## config.mk

```make
export PLATFORM = sky130hd
export DESIGN_NAME = i2c_master_top
export DESIGN_NICKNAME = d
export VERILOG_FILES = /design/src/rtl/i2c_pkg.sv /design/src/rtl/i2c_line_if.sv /design/src/rtl/i2c_bit_timer.sv /design/src/rtl/i2c_bus_monitor.sv /design/src/rtl/i2c_master_fsm.sv /design/src/rtl/i2c_master_top.sv
export SDC_FILE = /design/constraint.sdc
export NUM_CORES = 1
export LEC_CHECK = 0
export BUFFER_PORTS_ARGS = -buffer_cell sky130_fd_sc_hd__buf_4
export CAP_MARGIN = 20
export CELL_PAD_IN_SITES_DETAIL_PLACEMENT = 0
export CELL_PAD_IN_SITES_GLOBAL_PLACEMENT = 1
export CORE_MARGIN = 1.5
export CORE_UTILIZATION = 38
export DETAILED_ROUTE_END_ITERATION = 10
export PLACE_DENSITY = 0.65
export SLEW_MARGIN = 20
export SYNTH_ARGS = -nofsm -noshare
export SYNTH_HDL_FRONTEND = slang
export SYNTH_SLANG_ARGS = --single-unit
```

## constraint.sdc

```tcl
create_clock -name clk -period 4.8 [get_ports clk]
set_input_delay 0.24 -clock clk [delete_from_list [all_inputs] [get_ports clk]]
set_output_delay 0.24 -clock clk [all_outputs]
set_load 0.05 [all_outputs]
```

## src/rtl/i2c_pkg.sv

```systemverilog
`default_nettype none

package i2c_pkg;

    localparam int ADDR_BITS = 7;   // 7-bit addressing only

    typedef logic [ADDR_BITS-1:0] addr_t;
    typedef logic [7:0]           byte_t;

    // byte-level controller states
    typedef enum logic [2:0] {
        IDLE,
        START,
        ADDR,        // address plus r/w bit
        ACK1,        // target ack of address
        DATA,
        ACK2,        // data ack, ours on read
        STOP,
        WAIT_STOP    // until monitor sees the stop
    } i2c_state_e;

endpackage

`default_nettype wire

```

## src/rtl/i2c_line_if.sv

```systemverilog
`timescale 1ns/10ps
`default_nettype none

interface i2c_line_if;

    logic sda_sync;    // synchronized sda level
    logic scl_sync;    // synchronized scl level
    logic bus_busy;    // between a start and a stop
    logic stop_seen;   // one clock per stop condition

    modport monitor (
        output sda_sync,
        output scl_sync,
        output bus_busy,
        output stop_seen
    );

    modport master (
        input sda_sync,
        input scl_sync,
        input bus_busy,
        input stop_seen
    );

endinterface

`default_nettype wire

```

## src/rtl/i2c_bit_timer.sv

```systemverilog
`timescale 1ns/10ps
`default_nettype none

module i2c_bit_timer #(
    parameter int CLK_DIV = 25
) (
    input  logic clk,
    input  logic rst_n,
    input  logic run,
    output logic tick
);

    localparam int CNT_W = (CLK_DIV > 1) ? $clog2(CLK_DIV) : 1;

    typedef logic [CNT_W-1:0] cnt_t;

    localparam cnt_t RELOAD = cnt_t'(CLK_DIV - 1);

    cnt_t cnt;
    logic terminal;

    assign terminal = (cnt == '0);

    // quarter-bit counter, held at reload while stopped
    always_ff @(posedge clk or negedge rst_n) begin
        if (!rst_n) begin
            cnt  <= RELOAD;
            tick <= 1'b0;
        end else begin
            if (!run) begin
                cnt  <= RELOAD;   // next phase gets a full quarter
                tick <= 1'b0;
            end else if (terminal) begin
                cnt  <= RELOAD;
                tick <= 1'b1;
            end else begin
                cnt  <= cnt - cnt_t'(1);
                tick <= 1'b0;
            end
        end
    end

endmodule

`default_nettype wire

```

## src/rtl/i2c_bus_monitor.sv

```systemverilog
`timescale 1ns/10ps
`default_nettype none

module i2c_bus_monitor (
    input  logic        clk,
    input  logic        rst_n,
    input  logic        sda_in,
    input  logic        scl_in,
    i2c_line_if.monitor line
);

    logic sda_meta;
    logic sda_sync;
    logic sda_prev;
    logic scl_meta;
    logic scl_sync;
    logic scl_prev;
    logic start_cond;
    logic stop_cond;
    logic busy;
    logic stop_pulse;

    // two-flop sync plus one history stage, idle bus reads high
    always_ff @(posedge clk or negedge rst_n) begin
        if (!rst_n) begin
            sda_meta <= 1'b1;
            sda_sync <= 1'b1;
            sda_prev <= 1'b1;
            scl_meta <= 1'b1;
            scl_sync <= 1'b1;
            scl_prev <= 1'b1;
        end else begin
            sda_meta <= sda_in;
            sda_sync <= sda_meta;
            sda_prev <= sda_sync;
            scl_meta <= scl_in;
            scl_sync <= scl_meta;
            scl_prev <= scl_sync;
        end
    end

    // sda edge with scl steadily high
    assign start_cond = scl_sync && scl_prev && sda_prev && !sda_sync;
    assign stop_cond  = scl_sync && scl_prev && !sda_prev && sda_sync;

    always_ff @(posedge clk or negedge rst_n) begin
        if (!rst_n) begin
            busy       <= 1'b0;
            stop_pulse <= 1'b0;
        end else begin
            stop_pulse <= stop_cond;
            if (start_cond) begin
                busy <= 1'b1;   // ours or a foreign master
            end else if (stop_cond) begin
                busy <= 1'b0;
            end
        end
    end

    assign line.sda_sync  = sda_sync;
    assign line.scl_sync  = scl_sync;
    assign line.bus_busy  = busy;
    assign line.stop_seen = stop_pulse;

endmodule

`default_nettype wire

```

## src/rtl/i2c_master_fsm.sv

```systemverilog
`timescale 1ns/10ps
`default_nettype none

module i2c_master_fsm (
    input  logic           clk,
    input  logic           rst_n,
    input  logic           start,
    input  logic           rw,
    input  i2c_pkg::addr_t dev_addr,
    input  i2c_pkg::byte_t data_tx,
    output i2c_pkg::byte_t data_rx,
    output logic           ack_error,
    output logic           done,
    output logic           sda_oe,
    output logic           scl_oe,
    input  logic           tick,
    output logic           run,
    i2c_line_if.master     line
);

    import i2c_pkg::*;

    i2c_state_e state;
    logic [1:0] phase;      // quarter-bit position
    logic [2:0] bit_cnt;
    byte_t      shift_reg;
    byte_t      data_q;
    logic       rw_q;
    logic       addr_nack;
    logic       stretch;    // scl released, not yet seen high
    logic       accept;
    logic       last_bit;
    logic       bit_sda_oe;

    assign accept   = (state == IDLE) && start && !line.bus_busy;
    assign last_bit = (bit_cnt == 3'd7);
    assign run      = (state != IDLE) && (state != WAIT_STOP) && !stretch;

    // sda drive for the data slot of the current bit
    always_comb begin
        case (state)
            ADDR:    bit_sda_oe = ~shift_reg[7];
            DATA:    bit_sda_oe = ~rw_q & ~shift_reg[7];
            default: bit_sda_oe = 1'b0;   // ack slots, let go
        endcase
    end

    always_ff @(posedge clk) begin
        if (accept) begin
            shift_reg <= {dev_addr, rw};
            data_q    <= data_tx;
        end else if (tick) begin
            if (phase == 2'd2 && state == DATA && rw_q) begin
                shift_reg <= {shift_reg[6:0], line.sda_sync};   // msb first
            end else if (phase == 2'd3) begin
                if (state == ADDR || (state == DATA && !rw_q)) begin
                    shift_reg <= {shift_reg[6:0], 1'b0};
                end else if (state == ACK1 && !rw_q) begin
                    shift_reg <= data_q;
                end
            end
        end
    end

    always_ff @(posedge clk or negedge rst_n) begin
        if (!rst_n) begin
            state     <= IDLE;
            phase     <= 2'd0;
            bit_cnt   <= 3'd0;
            rw_q      <= 1'b0;
            addr_nack <= 1'b0;
            stretch   <= 1'b0;
            sda_oe    <= 1'b0;
            scl_oe    <= 1'b0;
            data_rx   <= '0;
            ack_error <= 1'b0;
            done      <= 1'b0;
        end else begin
            done <= 1'b0;
            if (stretch && line.scl_sync) begin
                stretch <= 1'b0;   // target let scl go
            end
            case (state)
                IDLE: begin
                    if (accept) begin
                        rw_q      <= rw;
                        ack_error <= 1'b0;
                        addr_nack <= 1'b0;
                        phase     <= 2'd0;
                        bit_cnt   <= 3'd0;
                        state     <= START;
                    end
                end
                START: begin
                    if (tick) begin
                        if (phase == 2'd0) begin
                            sda_oe <= 1'b1;   // sda falls, scl high
                            phase  <= 2'd1;
                        end else begin
                            scl_oe <= 1'b1;
                            phase  <= 2'd0;
                            state  <= ADDR;
                        end
                    end
                end
                ADDR, ACK1, DATA, ACK2: begin
                    if (tick) begin
                        phase <= phase + 2'd1;
                        case (phase)
                            2'd0: sda_oe <= bit_sda_oe;
                            2'd1: begin
                                scl_oe  <= 1'b0;
                                stretch <= 1'b1;
                            end
                            2'd2: begin
                                if (state == ACK1 && line.sda_sync) begin
                                    addr_nack <= 1'b1;
                                    ack_error <= 1'b1;
                                end
                                if (state == ACK2) begin
                                    if (rw_q) begin
                                        data_rx <= shift_reg;
                                    end else if (line.sda_sync) begin
                                        ack_error <= 1'b1;
                                    end
                                end
                            end
                            default: begin
                                scl_oe <= 1'b1;   // end of bit
                                if (state == ADDR || state == DATA) begin
                                    bit_cnt <= bit_cnt + 3'd1;
                                end
                                if (state == ADDR && last_bit) begin
                                    state <= ACK1;
                                end else if (state == DATA && last_bit) begin
                                    state <= ACK2;
                                end else if (state == ACK1) begin
                                    if (addr_nack) begin
                                        state <= STOP;   // no data after a miss
                                    end else begin
                                        state <= DATA;
                                    end
                                end else if (state == ACK2) begin
                                    state <= STOP;
                                end
                            end
                        endcase
                    end
                end
                STOP: begin
                    if (tick) begin
                        case (phase)
                            2'd0: begin
                                sda_oe <= 1'b1;   // hold sda low under scl low
                                phase  <= 2'd1;
                            end
                            2'd1: begin
                                scl_oe  <= 1'b0;
                                stretch <= 1'b1;
                                phase   <= 2'd2;
                            end
                            default: begin
                                sda_oe <= 1'b0;   // sda rises, scl high
                                phase  <= 2'd0;
                                state  <= WAIT_STOP;
                            end
                        endcase
                    end
                end
                WAIT_STOP: begin
                    if (line.stop_seen) begin
                        done  <= 1'b1;
                        state <= IDLE;
                    end
                end
                default: state <= IDLE;
            endcase
        end
    end

endmodule

`default_nettype wire

```

## src/rtl/i2c_master_top.sv

```systemverilog
`timescale 1ns/10ps
`default_nettype none

module i2c_master_top #(
    parameter int CLK_DIV = 25
) (
    input  logic           clk,
    input  logic           rst_n,
    input  logic           start,
    input  logic           rw,
    input  i2c_pkg::addr_t dev_addr,
    input  i2c_pkg::byte_t data_tx,
    output i2c_pkg::byte_t data_rx,
    output logic           ack_error,
    output logic           done,
    output logic           bus_busy,
    input  logic           sda_in,
    input  logic           scl_in,
    output logic           sda_oe,
    output logic           scl_oe
);

    logic tick;
    logic run;

    i2c_line_if line_bus ();

    i2c_bit_timer #(
        .CLK_DIV (CLK_DIV)
    ) u_timer (
        .clk   (clk),
        .rst_n (rst_n),
        .run   (run),
        .tick  (tick)
    );

    i2c_bus_monitor u_monitor (
        .clk    (clk),
        .rst_n  (rst_n),
        .sda_in (sda_in),
        .scl_in (scl_in),
        .line   (line_bus.monitor)
    );

    i2c_master_fsm u_fsm (
        .clk       (clk),
        .rst_n     (rst_n),
        .start     (start),
        .rw        (rw),
        .dev_addr  (dev_addr),
        .data_tx   (data_tx),
        .data_rx   (data_rx),
        .ack_error (ack_error),
        .done      (done),
        .sda_oe    (sda_oe),
        .scl_oe    (scl_oe),
        .tick      (tick),
        .run       (run),
        .line      (line_bus.master)
    );

    assign bus_busy = line_bus.bus_busy;   // also set by other masters

endmodule

`default_nettype wire

```

==> parameters.txt, run 1 <==
Parameter                              Value

Synthesis
  Synthesized instance count ... between 200 and 250
  Post-synthesis net count ... roughly 260
  Portion of synthesized cell area occupied by the leading cell type ... 0.2662
  Area contributors post-synth ... sky130_fd_sc_hd__dfrtp_1, sky130_fd_sc_hd__edfxtp_1, sky130_fd_sc_hd__dfstp_2, sky130_fd_sc_hd__mux2_2, sky130_fd_sc_hd__ha_1
  Post-Synthesis Mean Instance Area ... around 12 sq um
  Count of cell types in the netlist ... 48
  Yosys reg bits ... 53
  Async S/R FF share, synth ... 0.6981
  Number of synthesized flops with an enable pin ... 16
  Post-synthesis instance area ... approximately 2700 sq um
  Synth Flop Type ... sky130_fd_sc_hd__dfrtp_1
  Largest area contributor in the synthesized netlist ... sky130_fd_sc_hd__dfrtp_1
  Sequential-to-total area share from yosys stat ... 0.5195
  Count of yosys warnings during synthesis ... 0

Floorplanning
  Number of primary I/O pins ... 34
  Core area ... ~6900 sq um
  Initial core utilization ... 0.3969
  Die Ht ... between 80 and 90 microns
  Die area ... 7692 sq um
  Number of placement rows ... 30
  Die outline width ... between 80 and 90 microns

Clock network
  Clock latency on the worst-skew pair ... roughly 300 ps
  Cts hold-fix bufs ... 1
  Number of CTS-inserted buffers ... 5
  Clock Tree Root ... sky130_fd_sc_hd__clkbuf_8
  Post-CTS Setup Inserts ... 0
  Clk slew on worst S/H paths ... approximately 100 ps
  # resized after CTS ... 0
  Number of H-tree branching levels ... 2
  Maximum buffer depth of the clock tree ... 2
  Clock tree from TritonCTS ... built
  Count of clock tree sinks ... 53

Power
  Overall power ... between 1.5 and 2 mW
  Power Density ... 494.9 nW/um^2
  Total leakage power ... about 1.3 nW
  Highest ir drop seen on vdd ... 0.1796 mV

Timing
  Max Clk Rate ... approximately 440 MHz
  Post-layout min period ... 2268 ps
  Final setup fails ... 0
  Fin. Hold Viols ... 0
  Sum of negative setup slack ... 0 ps
  Unrepaired setup endpoints after global routing ... no
  Final Cycle Share ... 0.4725
  Slew of the pin with the lowest slew margin ... 881.0 ps
  Count of final max-slew check failures ... 0
  Hold Worst Slack ... roughly 42 ps
  Max-slew headroom ... 0.4127
  Layout Skew ... 7.176 ps

Critical path
  Critical path endpoint category ... flip-flop
  Startpoint kind of the worst setup timing path ... flip-flop
  Arrival time of the worst setup path ... about 2300 ps
  Path type of the worst setup path ... flip-flop to flip-flop
  Worst-path maximum fanout ... 27
  Reg2reg setup slack ... around 2500 ps
  Data required, critical path ... roughly 4900 ps

Routing
  Antenna viol nets, final ... 0
  Post-route DRC violation count ... 0
  Routed vias ... around 1800
  Number of DRC markers in iteration 0 ... between 50 and 60
  Post-DR vias/cell ... 5.011
  Total length of routed wires ... around 5300 microns
  Detailed-routing iteration count for the pre-antenna-repair pass ... 4
  Routed wirelength normalized by instance count ... between 10 and 15 microns

Place
  Half-perimeter wire length after detailed placement ... about 3700 microns
  Global placement routability congestion ... between 0.7 and 0.8
  Total placed cells including tap cells ... 351
  Port-buffer cells ... 33

Global route
  Antenna violations before repair ... 0
  Number of global-route vias before repair ... 1752
  Overall Global Routing Usage ... 0.1493
  Grt ovf ... 0
  Pin count of the biggest net entering global routing ... 38
  Wire length of the first global-routing pass ... roughly 8800 microns

Layout
  Non-filler cells in the finished layout ... 360
  Fin nets ... 293
  Share of the core filled with cells ... 0.4519
  Highest-count cells in the layout ignoring fill and taps ... sky130_fd_sc_hd__buf_4, sky130_fd_sc_hd__dfrtp_1, sky130_fd_sc_hd__nand2_1
  Share of layout cells above drive strength 1 ... 0.3182
  Synth-to-Final Area Change ... 13.86%
  Number of inserted diodes ... 0
  Fill cells ... 681
  Most common cell after layout, fill and taps aside ... sky130_fd_sc_hd__buf_4

Hold path
  Type of the tightest min-delay check ... primary input to flip-flop

Outcome
  Outcome ... complete, no violations

Flow run
  Total of max-cap violations ... 0
cell families (layout without fill, tap and decap cells):
| kind of cell | Yosys count | count (layout) | share of synthesized area |
|---|---|---|---|
| DFF | 53 | 53 | 0.5195 |
| and+or+nand+nor | 68 | 68 | 0.1391 |
| xor gates and xnor gates | 2 | 2 | 0.006426 |
| AOI/OAI and AO/OA | 52 | 52 | 0.1482 |
| muxes | 23 | 23 | 0.09041 |
| buffers and inverters | 26 | 57 | 0.05507 |
| adders and majority gates | 9 | 9 | 0.04130 |
cell usage after synthesis (5+ instances only):
master                     number
sky130_fd_sc_hd__inv_1         12
sky130_fd_sc_hd__dfrtp_1       29
sky130_fd_sc_hd__o21ai_2        7
sky130_fd_sc_hd__nor2_1        11
sky130_fd_sc_hd__mux2i_1       10
sky130_fd_sc_hd__ha_1           9
sky130_fd_sc_hd__dfstp_2        8
sky130_fd_sc_hd__buf_6          5
sky130_fd_sc_hd__a21oi_1        6
sky130_fd_sc_hd__mux2_2        13
sky130_fd_sc_hd__nand3_1        5
sky130_fd_sc_hd__o21ai_0       10
sky130_fd_sc_hd__edfxtp_1      16
sky130_fd_sc_hd__nor2b_1        6
sky130_fd_sc_hd__buf_2          6
sky130_fd_sc_hd__nor3_1         7
sky130_fd_sc_hd__nand2_1       22
per-layer routing:
| metal | global-route usage | routed length [microns] | up-vias |
|---|---|---|---|
| met3 | 0.02922 | 202 | 2 |
| met4 | 0.03896 | 29 | 0 |
| li1 | - | - | 891 |
| met2 | 0.2276 | 2396 | 42 |
| met5 | 0 | 0 | - |
| met1 | 0.2173 | 2655 | 869 |
where the power goes:
group          internal [mW]  leakage, nW  switching [mW]
sequential             0.545        0.606           0.123
clock                  0.101       0.0455           0.145
combinational          0.272        0.665           0.352
metrics by stage:
step | worst slack, ps | instance area (sq um)
after floorplan | 2949 | 2726
after global placement | 2544 | 3008
after detailed placement | 2543 | 3008
after CTS | 2529 | 3104
after global routing | 2363 | 3104
final | 2532 | 3104
final cells by class:
type                            instances  area, sq um  area share
Clock inverter                          3        17.52    0.005643
Tap cell                               96        120.1     0.03869
Inverter                               15        63.81     0.02056
Timing Repair Buffer                   34        257.7     0.08303
Multi-Input combinational cell        154         1160      0.3736
Clock buffer                            5        68.82     0.02217
Sequential cell                        53         1416      0.4563
worst max-delay path: stages (launching register included):
cell and delay, ps:
sky130_fd_sc_hd__dfrtp_1 930, sky130_fd_sc_hd__nand2b_4 170, sky130_fd_sc_hd__a21o_1 230, sky130_fd_sc_hd__a21oi_4 360, sky130_fd_sc_hd__mux2i_1 260, sky130_fd_sc_hd__o21ai_2 70
final timing paths:
| kind | from | to | cells after the start |
|---|---|---|---|
| max | u_fsm.state[2] | u_fsm.shift_reg[7] | 5 |
| min | scl_in | u_monitor.scl_meta | 1 |
| max reg2reg | u_fsm.state[2] | u_fsm.shift_reg[7] | 5 |
| min reg2reg | u_monitor.scl_meta | u_monitor.line.scl_sync | 0 |
| max in group asynchronous | rst_n | u_timer.cnt[3] | 2 |
| min in group asynchronous | rst_n | u_fsm.scl_oe | 2 |
Power figures use the tool's default switching activity.
==> inputs of run 2 (changes only) <==
- PLACE_DENSITY: 0.65 -> 0.68
- clock period: 4.8 -> 1.9 ns (I/O delays scaled with it)
==> run 2 against run 1 <==
  * Clock power grew to 2.8 times the previous value
  * Largest cell class unchanged
  * Worst hold slack better by 9.7 ps
  * Final area rose by 12%
  * Sequential share of layout area fell by 4.7 points
  * Wire length grew 3.7%
  * Power grew to 2.8 times the previous value
  * Clock skew up 2.4 ps
  * Worst setup slack got worse by 2400 ps
  * Non-clock buffer count grew 37
==> parameters.txt, run 2 (synthesis gave the netlist of run 1 again) <==
Parameter                              Value

Outcome
  Outcome ... complete, no violations

Layout
  Share of layout cells above drive strength 1 ... 0.3953
  Post-Layout Inst Area ... approximately 3500 sq um
  Highest-count cells in the layout ignoring fill and taps ... sky130_fd_sc_hd__buf_4, sky130_fd_sc_hd__dfrtp_1, sky130_fd_sc_hd__nand2_1
  Multi-input gate area ... approximately 1200 sq um
  Fin nets ... 330
  Number of inserted diodes ... 0
  Flip-flop and latch area ... approximately 1400 sq um
  Synth-to-Final Area Change ... 27.12%
  Most common cell after layout, fill and taps aside ... sky130_fd_sc_hd__buf_4
  Fill cells ... roughly 650
  Non-filler cells in the finished layout ... 397

Floorplanning
  Number of placement rows ... 30
  Die outline width ... ~88 microns
  Initial core utilization ... 0.3969
  Die area ... 7692 sq um
  Core area ... about 6900 sq um
  Number of primary I/O pins ... 34
  Die Ht ... 87.71 microns

Timing
  Max Clk Rate ... between 500 and 600 MHz
  Post-layout min period ... approximately 1800 ps
  Fin. Hold Viols ... 0
  Unrepaired setup endpoints after global routing ... yes
  Layout Skew ... 9.585 ps
  Hold Worst Slack ... roughly 52 ps
  Final Cycle Share ... 0.9523
  Max-slew headroom ... 0.6844
  Final setup fails ... 0
  Sum of negative setup slack ... 0 ps
  Count of final max-slew check failures ... 0
  Slew of the pin with the lowest slew margin ... about 470 ps

Routing
  Post-route DRC violation count ... 0
  Routed wirelength normalized by instance count ... about 14 microns
  Number of DRC markers in iteration 0 ... 54
  Detailed-routing iteration count for the pre-antenna-repair pass ... 4
  Total length of routed wires ... 5481 microns
  Routed vias ... about 1900
  Post-DR vias/cell ... about 4.9
  Antenna viol nets, final ... 0

Flow run
  Total of max-cap violations ... 0

Critical path
  Startpoint kind of the worst setup timing path ... flip-flop
  Critical path endpoint category ... flip-flop
  Path type of the worst setup path ... flip-flop to flip-flop
  Data required, critical path ... 2090 ps
  Worst-path maximum fanout ... 7
  Number of cells on the worst reg-to-reg path ... 5
  Arrival time of the worst setup path ... ~2000 ps

Global route
  Pin count of the biggest net entering global routing ... 38
  Overall Global Routing Usage ... 0.1549
  Wire length of the first global-routing pass ... 9156 microns
  Number of global-route vias before repair ... ~2000
  Grt ovf ... 0
  Antenna violations before repair ... 0

Place
  Total placed cells including tap cells ... approximately 380
  Port-buffer cells ... 33
  Cell area after placement ... between 3000 and 4000 sq um
  Half-perimeter wire length after detailed placement ... roughly 4000 microns
  Global placement routability congestion ... a little over 0.8

Clock network
  Clock Tree Root ... sky130_fd_sc_hd__clkbuf_8
  Number of CTS-inserted buffers ... 5
  Maximum buffer depth of the clock tree ... 2
  Clk slew on worst S/H paths ... 100 ps
  Count of clock tree sinks ... 53
  Number of H-tree branching levels ... 2
  Clock latency on the worst-skew pair ... 310 ps
  Clock tree from TritonCTS ... built

Hold path
  Type of the tightest min-delay check ... primary input to flip-flop
  Depth of the worst hold-timing path ... 3

Power
  Highest ir drop seen on vdd ... around 0.52 mV
  Power Density ... ~1300 nW/um^2
  Total leakage power ... between 1 and 1.5 nW
-- run 2: changes by cell type in the layout (fill, tap and decap cells not counted), sizes merged --
cell         previous run  this run
buf                    33        59
dlygate4sd3             1        12
clkinv                  4         1
inv                    14        16
clkbuf                  5         6
-- run 2: worst max-delay path, cell delays in order (launching register included) --
cell and delay [ps]:
sky130_fd_sc_hd__dfrtp_2 420, sky130_fd_sc_hd__inv_1 90, sky130_fd_sc_hd__ha_2 220, sky130_fd_sc_hd__o32a_1 350
sky130_fd_sc_hd__a211oi_1 270, sky130_fd_sc_hd__mux2_2 360
-- run 2: final cells by class --
class                           count  share of cell area
Sequential cell                    53              0.4090
Multi-Input combinational cell    154              0.3437
Timing Repair Buffer               71              0.1661
Tap cell                           96             0.03466
Clock buffer                        6             0.02383
Inverter                           15             0.01841
Clock inverter                      2            0.004332
-- run 2: routing by layer --
metal | up-vias | GRT usage | share of wire
met2 | 26 | 0.2471 | 0.47
met1 | 943 | 0.2110 | 0.49
met4 | 0 | 0.05195 | 0.0091
met5 | - | 0 | 0
li1 | 968 | - | -
met3 | 5 | 0.03110 | 0.031
-- run 2: worst paths after layout --
check	startpoint	to	slack (ps)
worst min register to register	u_monitor.scl_meta	u_monitor.line.scl_sync	360
max in group asynchronous	rst_n	u_timer.cnt[4]	1250
min in group asynchronous	rst_n	u_fsm.sda_oe	270
worst max-delay path	u_fsm.phase[1]	u_fsm.scl_oe	90
worst max register to register	u_fsm.phase[1]	u_fsm.scl_oe	90
worst min-delay path	dev_addr[4]	u_fsm.shift_reg[5]	50
-- run 2: timing repair --
item,in CTS,in global routing
gates resized for setup,0,9
hold buffers,12,0
gates cloned,0,0
pin swaps,0,2
buffers inserted,1,0
hold endpoints to repair,40,0
setup endpoints to repair,3,28
-- run 2: power by group --
part / internal (mW) / switching (mW) / total (mW)
Clock: 0.302 / 0.391 / 0.693
Combinational: 0.973 / 1.11 / 2.08
Sequential: 1.38 / 0.179 / 1.56
-- run 2: metrics by stage --
stage	setup WS, ps	power (mW)	util
after global placement	-43.43	3.580	0.4670
after CTS	14.92	4.319	0.4998
after global routing	-14.76	4.648	0.5046
final	90.72	4.336	0.5046
after floorplan	48.86	3.001	-
after detailed placement	-11.57	3.588	0.4670
